## config.mk

```make
export PLATFORM = sky130hd
export DESIGN_NAME = mbu_decoder
export DESIGN_NICKNAME = d
export VERILOG_FILES = /design/src/logic/mbu_pkg.sv /design/src/logic/mbu_decoder.sv
export VERILOG_INCLUDE_DIRS = /design/src /design/src/logic
export SDC_FILE = /design/constraint.sdc
export NUM_CORES = 1
export LEC_CHECK = 0
export BUFFER_PORTS_ARGS = -buffer_cell sky130_fd_sc_hd__buf_2
export CORE_AREA = 4 4 41 43
export DETAILED_ROUTE_END_ITERATION = 10
export DIE_AREA = 0 0 45 47
export GPL_TIMING_DRIVEN = 0
export PLACE_DENSITY_LB_ADDON = 0.15
export SETUP_SLACK_MARGIN = 0.1
export SYNTH_ARGS = -nofsm -noshare
export SYNTH_HDL_FRONTEND = slang
export SYNTH_SLANG_ARGS = --single-unit
```

## constraint.sdc

```tcl
create_clock -name vclk -period 0.8
set_input_delay 0.08 -clock vclk [all_inputs]
set_output_delay 0.08 -clock vclk [all_outputs]
set_load 0.01 [all_outputs]
```

## src/logic/mbu_cfg.svh

```systemverilog
/*
  Unit addresses and sizes of the Memory Bank Unit
  Addresses are the 5-bit read and write unit codes of the control unit
  Widths are fixed by the register file layout {ctx, index}
*/

`ifndef MBU_CFG_SVH
`define MBU_CFG_SVH

// Read and write unit addresses
`define MBU_ADDR_MBN    5'h1B    // Indexed bank register
`define MBU_ADDR_MBP    5'h1C    // Bank register 0
`define MBU_ADDR_CTX0   5'h1D    // Context register
`define MBU_ADDR_CTX1   5'h1E    // Context register alias

// Write-AR strobes occupy waddr 0x04..0x07
`define MBU_WAR_GROUP   3'b001

// Widths
`define MBU_DATA_W      8        // Bank register and bus width
`define MBU_IDX_W       3        // Eight banks per context
`define MBU_CTX_W       8        // 256 contexts
`define MBU_RAM_AW      11       // CTX_W + IDX_W

// Returned while the unit is still disabled
`define MBU_PON_ROM     8'h80    // Front panel switch high
`define MBU_PON_RAM     8'h00    // Front panel switch low

`endif

```

## src/logic/mbu_pkg.sv

```systemverilog
/*
  Shared types of the Memory Bank Unit
  Widths come from the configuration header
  Both structs are plain levels with no handshake
*/

`include "mbu_cfg.svh"

package mbu_pkg;

   ////////////////////////////////////////////////////////////////////////////
   // Decoded unit strobes
   ////////////////////////////////////////////////////////////////////////////

   // Read flags are pure address compares
   // Write flags are already qualified by wen
   typedef struct packed {
      logic rd_mbn;    // Indexed bank onto the bus
      logic rd_mbp;    // Bank 0 onto the bus
      logic rd_ctx;    // Context register onto the bus
      logic wr_mbn;    // Bus into indexed bank
      logic wr_mbp;    // Bus into bank 0
      logic wr_ctx;    // Bus into context register
      logic wr_ar;     // One of the four write-AR strobes
   } mbu_strobes_t;

   ////////////////////////////////////////////////////////////////////////////
   // Register file write request
   ////////////////////////////////////////////////////////////////////////////

   // Taken by the RAM at the next rising clock edge
   typedef struct packed {
      logic                   en;      // Write this cycle
      logic [`MBU_RAM_AW-1:0] addr;    // {ctx, bank index}
      logic [`MBU_DATA_W-1:0] data;    // Straight from the bus
   } mbu_ram_wr_t;

endpackage

```

## src/logic/mbu_decoder.sv

```systemverilog
/*
  Unit address decoder of the MBU
  Purely combinational
  Write strobes are only live while wen is high
  war is a copy of the write-AR strobe for the external address register
*/

`timescale 1ns/1ps
`include "mbu_cfg.svh"

module mbu_decoder (
   input  logic [4:0]            raddr,      // Read unit
   input  logic [4:0]            waddr,      // Write unit
   input  logic                  wen,        // Write phase
   output mbu_pkg::mbu_strobes_t strobes,
   output logic                  war
);

   logic wsel_mbn;    // waddr hits MBn
   logic wsel_mbp;    // waddr hits MBP
   logic wsel_ctx;    // waddr hits either CTX alias
   logic wsel_ar;     // waddr inside the write-AR group

   // Read side
   // Both CTX aliases map to the same register
   assign strobes.rd_mbn = (raddr == `MBU_ADDR_MBN);
   assign strobes.rd_mbp = (raddr == `MBU_ADDR_MBP);
   assign strobes.rd_ctx = (raddr == `MBU_ADDR_CTX0) ||
                           (raddr == `MBU_ADDR_CTX1);

   // Write side address compares
   assign wsel_mbn = (waddr == `MBU_ADDR_MBN);
   assign wsel_mbp = (waddr == `MBU_ADDR_MBP);
   assign wsel_ctx = (waddr == `MBU_ADDR_CTX0) ||
                     (waddr == `MBU_ADDR_CTX1);

   // Four AR strobes differ only in waddr[1:0]
   assign wsel_ar  = (waddr[4:2] == `MBU_WAR_GROUP);

   // Qualify with the write phase
   assign strobes.wr_mbn = wsel_mbn && wen;
   assign strobes.wr_mbp = wsel_mbp && wen;
   assign strobes.wr_ctx = wsel_ctx && wen;
   assign strobes.wr_ar  = wsel_ar  && wen;

   assign war = strobes.wr_ar;    // To the AR outside the MBU

endmodule

```

Word-level counts from Yosys, hierarchy flattened. Index checks and enable logic that the tools add are counted.

Eq/ne operators: 9. Reduce and logical (&&, ||, !) cells: 6.

Operators with widths (number): $eq 5x5->1 const B (8); $logic_and 1x1->1 (4); $eq 3x1->1 const B (1); $logic_or 1x1->1 (2).

Word-level logic and storage cells: 15. Register bits: 0. Input port bits: 11. Output and inout port bits: 8.

Depth between registers and ports, before layout.
Word-level depth: 3. Gate-level depth with buffers: 2. Depth with buffers taken out: 2.

Worst setup path before layout. OpenSTA, ideal clock, no wires.

Kind: input -> output. Start point: input port waddr[3]. End point: output port strobes[0] (netlist bit). Arrival time: 525 ps. Path buffers: 1. Required time: 720 ps. Slack: 195 ps. Stages: 2. Cells stage by stage: and4bb_2 > buf_4.

RTL lines: start: declaration (line mbu_decoder.sv:13) `input logic [4:0] waddr,`; end: declaration (line mbu_decoder.sv:15) `output mbu_pkg::mbu_strobes_t strobes,`.

==> run_results.csv <==
group,metric,value,unit
detailed_routing,drtIter0Drc,0,
global_route,overflow,0,
detailed_routing,drc,0,
setup_path,crit_slowest_cell,"and4bb_2",
run,cap_violations,0,
setup_path,crit_fanout,3,
synthesis,yosys.area_share.simple,73.3,%
finish,antenna_cells,0,
global_route,antenna_found_initial,0,
synthesis,yosysUniqueCellTypes,7,
finish,clkbuf_count,0,
finish,final_area,248,um^2
min_path,hold_path.class,"primary input to primary output",
timing,slew_headroom,90.8,%
pwr,leakage,0.124,nW
global_route,use_met3,1.53,%
timing,whs,0.411,ns
place,dpl_cell_area,208,um^2
synthesis,seq_area_frac_synth,0,%
setup_path,crit_path_max_incr_delay,0.30,ns
place,port_buffers,19,
timing,slew_violations,0,
finish,layout.cells.non_filler,48,
setup_path,arrival,0.65,ns
die,die_w,45,um
timing,setup_viol,0,
synthesis,syn_area,93.8,um^2
finish,final-seq-area,0,um^2
synthesis,syn_inst,14,
clocking,post-cts-setup-buffers,0,
global_route,grt_pass1_wl,786,um
setup_path,cp_num_buf_inv,3,
die,rows,13,
min_path,holdPathEnd,"strobes[6]",
die,initial_core_util,7.21,%
setup_path,start_kind,"primary input",
synthesis,syn-num-nets,25,
synthesis,synthXorXnorAreaFrac,18.7,%
setup_path,cp.required,0.72,ns
die,io_pins,19,
global_route,grt_pass1_vias,206,
synthesis,synth_fa_ha_area_share,0,%
die,coreArea,1300,um^2
detailed_routing,routedWlPerCell,8.42,um
min_path,min-delay-start,"raddr[2]",
finish,seq_cell_count,0,
global_route,grt_util_met1,4.49,%
place,gp_congestion,0.749,
detailed_routing,wirelength,404,um
setup_path,cp_cell_sequence,"buf_6 -> and4bb_2 -> buf_6 -> buf_6",
synthesis,synth_top_family_by_area,"simple AND/OR/NAND/NOR gates",
timing,tns,0,ns
global_route,top_usage_layer,"met2",
pwr,finalPower,0.0000862,W
synthesis,syn_avg_cell_area,6.70,um^2
timing,fin_crit,0.734,ns
setup_path,critPathKind,"primary input to primary output",
finish,final_nets,46,
timing,finalCritPeriodShare,91.7,%
pwr,ir_drop,0.000115,V
pwr,p_per_area,348,nW/um^2
synthesis,synthMuxAreaShare,0,%
min_path,holdPathStages,3,
run_status,status,"finished clean",
detailed_routing,ant_nets,0,
setup_path,worst_setup_path_end_kind,"primary output",
detailed_routing,firstDrtPassIters,1,
timing,hold_violations,0,
place,dp_cells,48,
detailed_routing,vias_per_cell,3.96,
global_route,track_usage,4.56,%
finish,drive_gt1_share,69.7,%
detailed_routing,vias,190,
finish,area_growth,164,%
clocking,hold_buffers,0,
die,die_h,47,um
global_route,use_met2,9.60,%
setup_path,critPathMostFrequentCell,"buf_6",
global_route,grt_max_degree,4,
timing,max_slew.worst_pin.slew,0.137,ns
die,die_area,2120,um^2
timing,rsz0062_at_grt,"yes",
timing,fmax,1360,MHz
synthesis,synth_warnings,0,
setup_path,cp_top_family,"simple AND/OR/NAND/NOR gates",
synthesis,synth_compound_area_share,0,%
[worst min-delay path, delay by kind of cell]
kind	cells	cell delay, ns
buffers and inverters	2	0.21
and+or+nand+nor	1	0.04
[stage by stage]
stage | util [%] | setup slack [ns]
final | 19.0 | 0.0664
after global placement | 16.0 | 0.0205
after floorplan | - | 0.195
after detailed placement | 16.0 | 0.0242
after global routing | 19.0 | 0.0322
after CTS | 18.2 | 0.0633
[area by class of cell]
cell class	count	area, um^2
Buffer	1	11.3
Fill cell	154	1050
Multi-Input combinational cell	13	91.3
Tap cell	15	18.8
Timing Repair Buffer	19	126
[layout by cell type (no fill, tap or decap), drive strengths merged]
cell type and n:
nor3 2, nand4 2, xnor2 2, buf 20, and4bb 2, nor2 3, nand3 2
[report_power, final]
group / internal [W] / switching (W) / total, W
combinational: 0.0000513 / 0.0000349 / 0.0000862
sequential: 0 / 0 / 0
clock: 0 / 0 / 0
total: 0.0000513 / 0.0000349 / 0.0000862
[synth_stat cells (all sizes together)]
cell | n | area, um^2
xnor2 | 2 | 17.5
buf | 1 | 7.51
and4bb | 2 | 25.0
nand3 | 2 | 10.0
nor2 | 3 | 11.3
nor3 | 2 | 10.0
nand4 | 2 | 12.5
[repair_timing]
item | in CTS | in global routing
resized for setup | 5 | 2
endpoints found under the setup margin | 2 | 4
gates cloned | 0 | 0
pin swaps | 1 | 2
[worst max path at each step]
stage	start	end	slack [ns]	depth (start not counted)
after global routing	waddr[3]	strobes[0]	0.03	4
after global placement	waddr[3]	strobes[0]	0.02	4
after floorplan	waddr[3]	strobes[0]	0.19	2
final	waddr[3]	strobes[0]	0.07	4
after detailed placement	waddr[3]	strobes[0]	0.02	4
after CTS	waddr[4]	strobes[0]	0.06	4
[routing by layer]
layer / share of wire, % / wire length (um)
met3: 25 / 99
met5: 0 / 0
met4: 0 / 0
met1: 29 / 118
met2: 46 / 187
[kinds of logic after synthesis]
logic type,after synthesis
AND/OR/NAND/NOR,11
XOR/XNOR,2
buffers and inverters,1
Power figures use the tool's default switching activity.
