--- src/logic/mbu_cfg.svh ---
/*
  Unit addresses and sizes of the Memory Bank Unit
  Addresses are the 5-bit read and write unit codes of the control unit
  Widths are fixed by the register file layout {ctx, index}
*/

`ifndef MBU_CFG_SVH
`define MBU_CFG_SVH

// Read and write unit addresses
`define MBU_ADDR_MBN    5'h1B    // Indexed bank register
`define MBU_ADDR_MBP    5'h1C    // Bank register 0
`define MBU_ADDR_CTX0   5'h1D    // Context register
`define MBU_ADDR_CTX1   5'h1E    // Context register alias

// Write-AR strobes occupy waddr 0x04..0x07
`define MBU_WAR_GROUP   3'b001

// Widths
`define MBU_DATA_W      8        // Bank register and bus width
`define MBU_IDX_W       3        // Eight banks per context
`define MBU_CTX_W       8        // 256 contexts
`define MBU_RAM_AW      11       // CTX_W + IDX_W

// Returned while the unit is still disabled
`define MBU_PON_ROM     8'h80    // Front panel switch high
`define MBU_PON_RAM     8'h00    // Front panel switch low

`endif

--- src/logic/mbu_pkg.sv ---
/*
  Shared types of the Memory Bank Unit
  Widths come from the configuration header
  Both structs are plain levels with no handshake
*/

`include "mbu_cfg.svh"

package mbu_pkg;

   ////////////////////////////////////////////////////////////////////////////
   // Decoded unit strobes
   ////////////////////////////////////////////////////////////////////////////

   // Read flags are pure address compares
   // Write flags are already qualified by wen
   typedef struct packed {
      logic rd_mbn;    // Indexed bank onto the bus
      logic rd_mbp;    // Bank 0 onto the bus
      logic rd_ctx;    // Context register onto the bus
      logic wr_mbn;    // Bus into indexed bank
      logic wr_mbp;    // Bus into bank 0
      logic wr_ctx;    // Bus into context register
      logic wr_ar;     // One of the four write-AR strobes
   } mbu_strobes_t;

   ////////////////////////////////////////////////////////////////////////////
   // Register file write request
   ////////////////////////////////////////////////////////////////////////////

   // Taken by the RAM at the next rising clock edge
   typedef struct packed {
      logic                   en;      // Write this cycle
      logic [`MBU_RAM_AW-1:0] addr;    // {ctx, bank index}
      logic [`MBU_DATA_W-1:0] data;    // Straight from the bus
   } mbu_ram_wr_t;

endpackage

--- src/logic/mbu_control.sv ---
/*
  MBU control with the context register and the enable flag
  Disabled after reset so bank reads and aext give the power-on value
  The first MBn write enables the unit and only reset disables it again
  Bank writes land in the register file even while disabled
  aext is zero outside write-AR cycles
*/

`timescale 1ns/1ps
`include "mbu_cfg.svh"

module mbu_control (
   input  logic                   clk4,
   input  logic                   arst_n,
   input  mbu_pkg::mbu_strobes_t  strobes,
   input  logic [`MBU_DATA_W-1:0] ibus_in,
   input  logic [1:0]             waddr_lo,     // AR strobe number
   input  logic [`MBU_IDX_W-1:0]  ir,           // Bank index from the instruction
   input  logic                   ir_idx,       // Use ir for aext
   input  logic                   fpram_rom,    // Front panel RAM/ROM switch
   input  logic [`MBU_DATA_W-1:0] rd_data,
   input  logic [`MBU_DATA_W-1:0] ar_data,
   output mbu_pkg::mbu_ram_wr_t   ram_wr,
   output logic [`MBU_RAM_AW-1:0] rd_addr,
   output logic [`MBU_RAM_AW-1:0] ar_addr,
   output logic [`MBU_DATA_W-1:0] ibus_out,
   output logic                   ibus_oe,
   output logic [`MBU_DATA_W-1:0] aext
);

   logic [`MBU_CTX_W-1:0]  ctx;         // Current context
   logic                   mbu_en;      // Low until the first MBn write
   logic [`MBU_DATA_W-1:0] pon_val;     // Power-on bank value
   logic [`MBU_IDX_W-1:0]  rd_idx;      // Bus read bank
   logic [`MBU_IDX_W-1:0]  wr_idx;      // Bus write bank
   logic [`MBU_IDX_W-1:0]  ar_idx;      // Address extension bank
   logic [`MBU_DATA_W-1:0] bank_val;    // Bank read after the enable check

   ////////////////////////////////////////////////////////////////////////////
   // Context register and enable flag
   ////////////////////////////////////////////////////////////////////////////

   always_ff @(posedge clk4 or negedge arst_n) begin
      if (!arst_n) begin
         ctx    <= '0;
         mbu_en <= 1'b0;
      end else begin
         if (strobes.wr_ctx) begin
            ctx <= ibus_in;
         end
         if (strobes.wr_mbn) begin
            mbu_en <= 1'b1;    // Sticky
         end
      end
   end

   ////////////////////////////////////////////////////////////////////////////
   // Bank index selection
   ////////////////////////////////////////////////////////////////////////////

   // MBP is always bank 0
   assign rd_idx = strobes.rd_mbn ? ir : '0;
   assign wr_idx = strobes.wr_mbn ? ir : '0;

   // Strobe number picks the bank unless the CU asks for ir
   assign ar_idx = ir_idx ? ir : {{(`MBU_IDX_W-2){1'b0}}, waddr_lo};

   // Context is the high part of every RAM address
   assign rd_addr = {ctx, rd_idx};
   assign ar_addr = {ctx, ar_idx};

   always_comb begin
      ram_wr.en   = strobes.wr_mbn || strobes.wr_mbp;
      ram_wr.addr = {ctx, wr_idx};
      ram_wr.data = ibus_in;
   end

   ////////////////////////////////////////////////////////////////////////////
   // Output multiplexing
   ////////////////////////////////////////////////////////////////////////////

   assign pon_val  = fpram_rom ? `MBU_PON_ROM : `MBU_PON_RAM;
   assign bank_val = mbu_en ? rd_data : pon_val;

   assign ibus_oe = strobes.rd_mbn || strobes.rd_mbp || strobes.rd_ctx;

   always_comb begin
      if (strobes.rd_ctx) begin
         ibus_out = ctx;
      end else if (strobes.rd_mbn || strobes.rd_mbp) begin
         ibus_out = bank_val;
      end else begin
         ibus_out = '0;    // Not driving
      end
   end

   // Extension only during write-AR
   always_comb begin
      if (strobes.wr_ar) begin
         aext = mbu_en ? ar_data : pon_val;
      end else begin
         aext = '0;    // Pulled low when idle
      end
   end

endmodule

--- config.mk ---
export PLATFORM = sky130hd
export DESIGN_NAME = mbu_control
export DESIGN_NICKNAME = d
export VERILOG_FILES = /design/src/logic/mbu_pkg.sv /design/src/logic/mbu_control.sv
export VERILOG_INCLUDE_DIRS = /design/src /design/src/logic
export SDC_FILE = /design/constraint.sdc
export NUM_CORES = 1
export LEC_CHECK = 0
export BUFFER_PORTS_ARGS = -buffer_cell sky130_fd_sc_hd__buf_2
export CAP_MARGIN = 20
export CELL_PAD_IN_SITES_DETAIL_PLACEMENT = 0
export CELL_PAD_IN_SITES_GLOBAL_PLACEMENT = 2
export CORE_UTILIZATION = 14
export DETAILED_ROUTE_END_ITERATION = 8
export PLACE_DENSITY = 0.79
export SLEW_MARGIN = 10
export SYNTH_ARGS = -nofsm -noshare
export SYNTH_HDL_FRONTEND = slang
export SYNTH_SLANG_ARGS = --single-unit
--- constraint.sdc ---
create_clock -name clk4 -period 0.8 [get_ports clk4]
set_input_delay 0 -clock clk4 [delete_from_list [all_inputs] [get_ports clk4]]
set_output_delay 0 -clock clk4 [all_outputs]
set_load 0.005 [all_outputs]
### After elaboration in Yosys (flattened, before gate mapping)

Cells that the tools add are included.

| word-level totals | value |
|---|---|
| bits in registers | 9 |
| bits of input ports | 40 |
| output and inout bits | 59 |
| word-level logic and storage cells | 14 |

| cells by class | value |
|---|---|
| mux-type cells | 9 |
| reductions and logical operators | 3 |

Operators by type and width:

| cell | number |
|---|---|
| 8-bit two-way mux | 6 |
| 3-bit two-way mux | 3 |
| 1-bit logical OR | 3 |

### Depth between registers and ports, before layout

Gate-level depths: netlist (run 1).

| logic depth | value |
|---|---|
| depth after elaboration | 4 |
| depth in mapped cells | 3 |
| mapped depth without buffers | 2 |

### Worst setup path after synthesis (run 1)

Ideal clock, no wire load.

| timing | value |
|---|---|
| kind | register to register |
| from | register mbu_en (netlist name) |
| to | register mbu_en |
| library setup time | 0.124 ns |
| arrival time | 0.700 ns |
| required time | 0.676 ns |
| slack | -0.024 ns |
| stages on the path, launching flop included | 3 |
| path through | dfrtp_1 -> buf_6 -> or2_1 |

RTL lines:

| what | RTL line | text |
|---|---|---|
| end signal: assignment | mbu_control.sv:46 | `mbu_en <= 1'b0;` |
| end signal: assignment | mbu_control.sv:52 | `mbu_en <= 1'b1;` |
| end: declaration | mbu_control.sv:32 | `logic mbu_en;` |

### Worst setup path in the final report (run 1)

| timing | value |
|---|---|
| from | register mbu_en |
| to | output ibus_out[4] |

| on the way | value |
|---|---|
| cells in the longest elaborated chain, start to end | 3 |

RTL lines:

| what | RTL line | text |
|---|---|---|
| 8-bit two-way mux | mbu_control.sv:83 | `assign bank_val = mbu_en ? rd_data : pon_val;` |
| 8-bit two-way mux | mbu_control.sv:90 | `end else if (strobes.rd_mbn \|\| strobes.rd_mbp) begin` |
| 8-bit two-way mux | mbu_control.sv:88 | `if (strobes.rd_ctx) begin` |
| end: declaration | mbu_control.sv:26 | `` output logic [`MBU_DATA_W-1:0] ibus_out, `` |

Every way passes these cells.

==> results of run 1 <==
## power by group
part / internal [µW] / switching, µW / total [µW]
sequential: 497 / 41.3 / 539
clock: 349 / 196 / 545
combinational: 598 / 326 / 924
## how the worst min path moves through the flow
stage / start / endpoint / slack (ps) / cells after the start
floorplan: arst_n / ctx[0] / -300 / 0
global placement: arst_n / ctx[6] / -120 / 1
detailed placement: arst_n / ctx[6] / -120 / 1
global route: ibus_in[0] / ctx[0] / 20 / 2
finish: ibus_in[1] / ctx[1] / 10 / 2
CTS: ibus_in[1] / ctx[1] / -9 / 2
## worst max-delay path: cells and delay by family, from the launching register on
kind | cells | cell delay, ps
AND/OR/NAND/NOR | 1 | 110
flip-flops | 1 | 400
buffers and inverters | 2 | 310
AO/OA/AOI/OAI | 1 | 170
## cell usage after synthesis (all sizes together)
library cell / instances / area share
or3: 1 / 0.0072
mux2i: 2 / 0.023
and3: 7 / 0.061
and2: 7 / 0.051
nand2: 8 / 0.035
nor2b: 1 / 0.0072
buf: 28 / 0.25
mux2: 10 / 0.13
inv: 7 / 0.030
o31ai: 8 / 0.12
nor2: 1 / 0.013
dfrtp: 9 / 0.26
or2: 2 / 0.014
nand2b: 1 / 0.0072
## per-layer routing
| metal | part of all wire | up-vias |
|---|---|---|
| met5 | 0 | - |
| met4 | 0.0089 | 0 |
| met3 | 0.055 | 2 |
| met2 | 0.52 | 37 |
| met1 | 0.41 | 420 |
| li1 | - | 458 |
## repair_timing
item | in CTS | in global routing
buffers inserted | 0 | 1
resized for setup | 35 | 5
hold buffers | 1 | 0
hold endpoints to repair | 13 | 0
setup endpoints to repair | 42 | 49
pin swaps | 0 | 0
## layout make-up
class	instances	area share
clock buffers	4	0.0274
inverters	7	0.0160
multi-input cells	48	0.273
flip-flops and latches	9	0.137
well taps	75	0.0571
repair buffers	113	0.489
## sequential cells by signal (all words and copies together) (netlist names)
| register | cells |
|---|---|
| mbu_en | 1 |
| ctx | 8 |
## metrics by stage
step / TNS [ps] / util / total power (µW)
2_1_floorplan: -7.20 / - / 909
3_3_place_gp: -1520 / 0.229 / 1220
3_5_place_dp: -1770 / 0.229 / 1220
4_1_cts: -7640 / 0.272 / 2010
5_1_grt: -9320 / 0.276 / 2130
6_report: -7480 / 0.276 / 2010
## kinds of logic after synthesis
family,share of synthesized area
compound gates,0.116
buf+inv,0.276
flops,0.260
mux,0.153
simple gates,0.195
==> summary.md, run 1 <==
| Metric | Value |
|---|---|
| Outcome | `complete, but fails checks` |
| Failing checks | `negative setup slack` |
| R2r endpoint | `ctx[4]` |
| Arr. time, crit path | `1230 ps` |
| Highest clock rate | `815 MHz` |
| Port Buffers | `98` |
| Post-Syn Area | `866 µm²` |
| Fillers | `669` |
| Sequential area share after synthesis | `0.260` |
| #FFs+latches synth | `9` |
| Reg2Reg Depth | `2` |
| Final setup vio count | `42` |
| Unique masters post-synth | `18` |
| Initial Util | `0.145` |
| Most common cell after layout, fill and taps aside | `buf_2` |
| CTS max path bufs | `2` |
| Max stage delay on crit path | `400 ps` |
| Setup crit end kind | `primary output` |
| Max VDD drop | `0.565 mV` |
| Antenna Nets Post-Route | `0` |
| Core Region | `0.00596 mm²` |
| Total iterations of the first detailed-routing run | `4` |
| Root Driver | `clkbuf_8` |
| P&R area growth vs syn | `89.9%` |
| Reg2reg start | `ctx[4]` |
| 1st-iter DRT viols | `26` |
| Routed wire length per instance | `11.0 µm` |
| DR DRC count | `0` |
| CP required | `800 ps` |
| Die W | `80.6 µm` |
| Fraction of layout cells with a size suffix above 1 | `0.785` |
| Mapped Cells | `92` |
| GRT met2 Usage | `0.142` |
| End of the critical path | `ibus_out[4]` |
| Max_cap viols | `0` |
| Dpl hpwl | `2210 µm` |
| Avg Cell Area, Syn | `9.41 µm²` |
| Crit start category | `register` |
| GPL Wtd Cong | `0.677` |
| Final-stage net count | `222` |
| Pre-CTS WS | `-197 ps` |
| CTS H-tree depth | `1` |
| Hold Violations, Final | `0` |
| Fin worst setup slack | `-427 ps` |
| Crit-path max FO | `7` |
| Die Y | `80.6 µm` |
| Area post-placement | `0.00136 mm²` |
| Worst skew pair latency | `230 ps` |
| Pleak | `0.000907 µW` |
| Die footprint | `0.00650 mm²` |
| Critical path startpoint | `mbu_en` |
| Worst slew margin | `0.810` |
| First-pass GRT wire length | `4110 µm` |
| # rows | `28` |
| Placed Cells | `250` |
| Critical-path cell list | `nand2b_1 -> buf_12 -> o31ai_2 -> buf_2` |
| RSZ-0062 raised after global routing | `true` |
| Vias in the first global route | `813` |
| Fin area | `0.00164 mm²` |
| Non-Filler Instances | `256` |
| Fin crit share | `1.53` |
| Yosys Warn Count | `0` |
| CTS buffer count | `3` |
| DRT Wirelength | `2810 µm` |
| CTS sink count | `9` |
| Vias | `917` |
| Leading cell types in the layout, fill and taps excluded | `buf_2 (75), buf_6 (31), dfrtp_1 (9)` |
| Setup CP Type | `register to primary output` |
| Flop2flop setup slack | `-120 ps` |
| Worst hold path type | `input pin to register` |
| Pwr/cell area | `1220 mW/mm²` |
| CTS tree | `built` |
| Fin. max-slew vios | `0` |
| Antenna cells | `0` |
| Initial antenna violation count | `0` |
| M1 GR Usage | `0.104` |
| CTS clk-pin slew, worst paths | `50 ps` |
| Gr usage total | `0.0840` |
| Vias/cell | `3.58` |
| Register area | `225 µm²` |
| Least-Margin Pin Slew | `285 ps` |
| Area of the multi-input gates | `449 µm²` |
| # IOs | `99` |
| Largest net degree at the start of global routing | `10` |
| GR Overflow Total | `0` |
| Net count after synthesis | `132` |
| Fin Hold WS | `9.74 ps` |
| Gr busiest metal | `met2` |
| Setup Skew | `0 ps` |
| Final min period | `1230 ps` |
| Slowest cell on crit path | `dfrtp_1` |
| Met3 GRT Util | `0.0227` |
Note: power is estimated with default switching activity, not from simulation.
==> run 2: changes to the inputs <==
--- a/config.mk
+++ b/config.mk
@@ -6,13 +6,13 @@
 export SDC_FILE = /design/constraint.sdc
 export NUM_CORES = 1
 export LEC_CHECK = 0
-export BUFFER_PORTS_ARGS = -buffer_cell sky130_fd_sc_hd__buf_2
 export CAP_MARGIN = 20
 export CELL_PAD_IN_SITES_DETAIL_PLACEMENT = 0
 export CELL_PAD_IN_SITES_GLOBAL_PLACEMENT = 2
-export CORE_UTILIZATION = 14
+export CORE_UTILIZATION = 26
 export DETAILED_ROUTE_END_ITERATION = 8
-export PLACE_DENSITY = 0.79
+export DONT_BUFFER_PORTS = 1
+export PLACE_DENSITY = 0.77
 export SLEW_MARGIN = 10
 export SYNTH_ARGS = -nofsm -noshare
 export SYNTH_HDL_FRONTEND = slang
==> summary.md, run 2 (synthesis results as in run 1) <==
| Metric | Value |
|---|---|
| Setup CP Type | `register to primary output` |
| Initial antenna violation count | `0` |
| Core Region | `0.00310 mm²` |
| Fraction of layout cells with a size suffix above 1 | `0.452` |
| GPL Wtd Cong | `0.581` |
| DRT Wirelength | `2280 µm` |
| Largest net degree at the start of global routing | `12` |
| # rows | `20` |
| Pwr/cell area | `1270 mW/mm²` |
| Final Power | `1390 µW` |
| DR DRC count | `0` |
| GR Overflow Total | `0` |
| Root Driver | `clkbuf_4` |
| Fin Hold WS | `-120 ps` |
| Fillers | `333` |
| Outcome | `complete, but fails checks` |
| Highest clock rate | `887 MHz` |
| Antenna cells | `0` |
| First-pass GRT wire length | `3100 µm` |
| Gr usage total | `0.123` |
| Vias | `629` |
| Setup TNS | `-4600 ps` |
| Final min period | `1130 ps` |
| Initial Util | `0.279` |
| CTS sink count | `9` |
| Crit start category | `register` |
| Max_cap viols | `0` |
| Die footprint | `0.00356 mm²` |
| Cell Int Power | `976 µW` |
| Fraction of power spent switching nets | `0.295` |
| CTS tree | `built` |
| Flop2flop setup slack | `-170 ps` |
| Max reg flops | `8` |
| Port Buffers | `0` |
| Sequential Power Share | `0.379` |
| Fin. max-slew vios | `0` |
| Arr. time, crit path | `1130 ps` |
| P&R area growth vs syn | `26.4%` |
| P_sw | `409 µW` |
| Failing checks | `negative hold slack, negative setup slack` |
| CTS H-tree depth | `1` |
| Die W | `59.7 µm` |
| CP required | `800 ps` |
| Vias/cell | `4.59` |
| CTS Hold Bufs | `10` |
| Pleak | `0.000480 µW` |
| Max VDD drop | `0.712 mV` |
| Final-stage net count | `134` |
| Antenna Nets Post-Route | `0` |
| RSZ-0062 raised after global routing | `true` |
| Crit-path max FO | `5` |
| # IOs | `99` |
| Die Y | `59.7 µm` |
| Setup Skew | `0 ps` |
| Worst slew margin | `0.662` |
| Largest Register | `ctx` |
| Clock share of power | `0.256` |
| Worst skew pair latency | `250 ps` |
| Fin worst setup slack | `-328 ps` |
| Routed wire length per instance | `16.6 µm` |
| Dpl hpwl | `1600 µm` |
| Leading cell types in the layout, fill and taps excluded | `buf_6 (12), dlygate4sd3_1 (10), dfrtp_1 (9)` |
| Total iterations of the first detailed-routing run | `4` |
| 1st-iter DRT viols | `7` |
| Logic pwr share | `0.366` |
| CTS clk-pin slew, worst paths | `60 ps` |
| Final setup vio count | `19` |
| CTS buffer count | `3` |
| Worst hold path type | `input pin to register` |
| Vias in the first global route | `650` |
| Least-Margin Pin Slew | `506 ps` |
| Setup crit end kind | `primary output` |
| Fin crit share | `1.41` |
| Most common cell after layout, fill and taps aside | `buf_6` |
| Hold Violations, Final | `8` |
| CTS max path bufs | `2` |
| Top Registers | `ctx: 8 flops, mbu_en: 1 flops` |
-- run 2: cell types whose count changed in the layout (fill, tap and decap cells not counted), moves of 5 or more --
cell	previous run	this run
buf_2	75	0
o31ai_4	2	7
buf_6	31	12
o31ai_2	6	1
dlygate4sd3_1	1	10
and3_2	7	1
and3_4	0	6
-- run 2: stage by stage --
| step | setup slack, ps | area, µm² | utilization | instances |
|---|---|---|---|---|
| floorplan | -6.22 | 870 | - | 92 |
| global placement | -63.4 | 795 | 0.256 | 119 |
| detailed placement | -78.5 | 795 | 0.256 | 119 |
| CTS | -348 | 1050 | 0.338 | 135 |
| global route | -392 | 1090 | 0.353 | 137 |
| finish | -328 | 1090 | 0.353 | 137 |
-- run 2: metal layers --
metal	global-route usage	share of wire	up-vias
li1	-	-	282
met1	0.119	0.36	311
met2	0.222	0.56	29
met3	0.0541	0.062	7
met4	0.0565	0.014	0
met5	0	0	-
-- run 2: power by group through the flow --
stage	Combinational [µW]	Sequential, µW	Clock, µW
floorplan	359	550	0
global placement	332	520	0
detailed placement	337	523	0
CTS	466	519	380
global route	548	528	412
finish	507	524	354
-- run 2: final cells by class --
type	instances	area [µm²]	area share
inverters	7	26.3	0.0240
flip-flops and latches	9	225	0.206
repair buffers	25	258	0.235
clock buffers	4	26.3	0.0240
multi-input cells	48	504	0.461
well taps	44	55.1	0.0503
-- run 2: final timing paths --
path / start / end / cells after the start
worst max-delay path: mbu_en / ibus_out[7] / 3
worst min-delay path: strobes[1] / ctx[5] / 1
worst max register to register: mbu_en / mbu_en / 3
worst min register to register: ctx[5] / ctx[5] / 1
max in group asynchronous: arst_n / ctx[7] / 1
min in group asynchronous: arst_n / ctx[2] / 1
-- run 2: repair_timing --
| action | in CTS | in global routing |
|---|---|---|
| setup endpoints to repair | 32 | 45 |
| resized for setup | 21 | 8 |
| buffers inserted | 2 | 2 |
| gates cloned | 0 | 0 |
| hold endpoints to repair | 18 | 8 |
| pin swaps | 0 | 0 |
-- run 2: worst max-delay path, cell delays in order, from the launching register on --
cell and delay (ps):
dfrtp_1 390, buf_6 130, mux2i_1 130, o31ai_2 220
==> run 3: changes to the inputs <==
--- a/config.mk
+++ b/config.mk
@@ -12,6 +12,7 @@
 export CORE_UTILIZATION = 26
 export DETAILED_ROUTE_END_ITERATION = 8
 export DONT_BUFFER_PORTS = 1
+export HOLD_SLACK_MARGIN = 0.05
 export PLACE_DENSITY = 0.77
 export SLEW_MARGIN = 10
 export SYNTH_ARGS = -nofsm -noshare
==> summary.md, run 3 (synthesis results as in run 1) <==
| Metric | Value |
|---|---|
| Outcome | `complete, but fails checks` |
| Failing checks | `negative hold slack, negative setup slack` |
| Arr. time, crit path | `1130 ps` |
| Critical path startpoint | `mbu_en` |
| Routed wire length per instance | `16.9 µm` |
| Worst hold path type | `input pin to register` |
| Max stage delay on crit path | `390 ps` |
| Most common cell after layout, fill and taps aside | `buf_6` |
| Top Registers | `ctx: 8 flops, mbu_en: 1 flops` |
| Fin crit share | `1.41` |
| Die W | `59.7 µm` |
| Highest metal used | `met4` |
| Pleak | `0.000480 µW` |
| CP required | `800 ps` |
| # rows | `20` |
| Gr usage total | `0.124` |
| Hold Violations, Final | `8` |
| Sequential Power Share | `0.375` |
| P&R area growth vs syn | `26.4%` |
| Fin area | `0.00109 mm²` |
| Crit start category | `register` |
| M1 WL | `822 µm` |
| # IOs | `99` |
| End of the critical path | `ibus_out[7]` |
| Max_cap viols | `0` |
| CTS tree | `built` |
| Total iterations of the first detailed-routing run | `4` |
| Dpl hpwl | `1600 µm` |
| CTS buffer count | `3` |
| Fraction of power spent switching nets | `0.300` |
| WL met2 | `1320 µm` |
| Leading cell types in the layout, fill and taps excluded | `buf_6 (12), dlygate4sd3_1 (10), dfrtp_1 (9)` |
| Max reg flops | `8` |
| DRT Wirelength | `2310 µm` |
| R2r endpoint | `mbu_en` |
| Slowest cell on crit path | `dfrtp_1` |
| Initial antenna violation count | `0` |
| Reg2Reg Depth | `3` |
| Worst slew margin | `0.657` |
| Fraction of layout cells with a size suffix above 1 | `0.452` |
| Die footprint | `0.00356 mm²` |
| Initial Util | `0.279` |
| Reg2reg start | `mbu_en` |
| Fin Hold WS | `-121 ps` |
| Largest net degree at the start of global routing | `12` |
| P_sw | `420 µW` |
| Vias in the first global route | `662` |
| Port Buffers | `0` |
| Crit-path max FO | `5` |
| RSZ-0062 raised after global routing | `true` |
| Highest clock rate | `887 MHz` |
| Core Region | `0.00310 mm²` |
| Cell Int Power | `977 µW` |
| Critical-path cell list | `buf_6 -> mux2i_1 -> o31ai_2` |
| Antenna Nets Post-Route | `0` |
| Logic pwr share | `0.371` |
| CTS H-tree depth | `1` |
| CTS max path bufs | `2` |
| Worst min-delay path startpoint | `strobes[1]` |
| Largest Register | `ctx` |
| Final min period | `1130 ps` |
| Vias | `632` |
| GPL Wtd Cong | `0.581` |
| Fin worst setup slack | `-328 ps` |
| Final setup vio count | `19` |
| Non-Filler Instances | `137` |
| DR DRC count | `0` |
| Fin. max-slew vios | `0` |
| Worst skew pair latency | `250 ps` |
| 1st-iter DRT viols | `7` |
| Setup crit end kind | `primary output` |
| GR Overflow Total | `0` |
| Pwr/cell area | `1280 mW/mm²` |
| Final-stage net count | `134` |
| Metal3 WL | `138 µm` |
| Max VDD drop | `0.718 mV` |
| Clock share of power | `0.254` |
| CTS clk-pin slew, worst paths | `60 ps` |
| Setup CP Type | `register to primary output` |
| CTS Hold Bufs | `10` |
| Vias/cell | `4.61` |
| Flop2flop setup slack | `-170 ps` |
| CTS sink count | `9` |
| First-pass GRT wire length | `3140 µm` |
| Area post-placement | `795 µm²` |
| Placed Cells | `119` |
| Die Y | `59.7 µm` |
| Root Driver | `clkbuf_4` |
| Setup Skew | `0 ps` |
| Least-Margin Pin Slew | `513 ps` |
| Antenna cells | `0` |
| Core Util, Final | `0.353` |
==> run 3: cell counts in the layout (fill, tap and decap cells not counted) <==
No cell type changed its count.
==> run 3: worst max-delay path: cells and delay by family (launching register included) <==
family	cells	cell delay [ps]
flops	1	390
mux	1	130
buf+inv	1	130
compound gates	1	220
==> run 3: worst min-delay path by stage <==
| stage | slack [ps] | cells after the start | endpoint |
|---|---|---|---|
| after floorplan | -300 | 0 | ctx[0] |
| after global placement | -300 | 0 | ctx[1] |
| after detailed placement | -300 | 0 | ctx[2] |
| after CTS | -130 | 1 | ctx[5] |
| after global routing | -140 | 1 | ctx[5] |
| final | -120 | 1 | ctx[5] |
==> run 3: layout make-up <==
class,count,area (µm²)
well taps,44,55.1
repair buffers,25,258
inverters,7,26.3
flip-flops and latches,9,225
clock buffers,4,26.3
fillers,333,2010
multi-input cells,48,504
==> run 3: routing by layer <==
layer	GRT usage	up-vias
met5	0	-
met4	0.0565	0
met3	0.0519	7
met2	0.224	29
met1	0.123	314
li1	-	282
==> run 3: power by group through the flow <==
stage               Combinational [µW]  Sequential [µW]  Clock (µW)
finish                             518              524         354
global route                       559              528         412
CTS                                476              519         380
detailed placement                 337              523           0
global placement                   332              520           0
floorplan                          359              550           0
==> run 3: repair_timing <==
action | in CTS | in global routing
hold endpoints to repair | 26 | 8
cloned | 0 | 0
setup endpoints to repair | 32 | 45
setup buffers | 2 | 2
resized for setup | 21 | 8
==> run 3: stage by stage <==
step,total power [µW],hold slack (ps),worst slack (ps),TNS [ps]
final,1400,-121,-328,-4590
after floorplan,909,-296,-6.22,-7.20
after global routing,1500,-138,-392,-6330
after detailed placement,861,-295,-78.5,-149
after CTS,1380,-130,-348,-4690
after global placement,852,-295,-63.4,-119
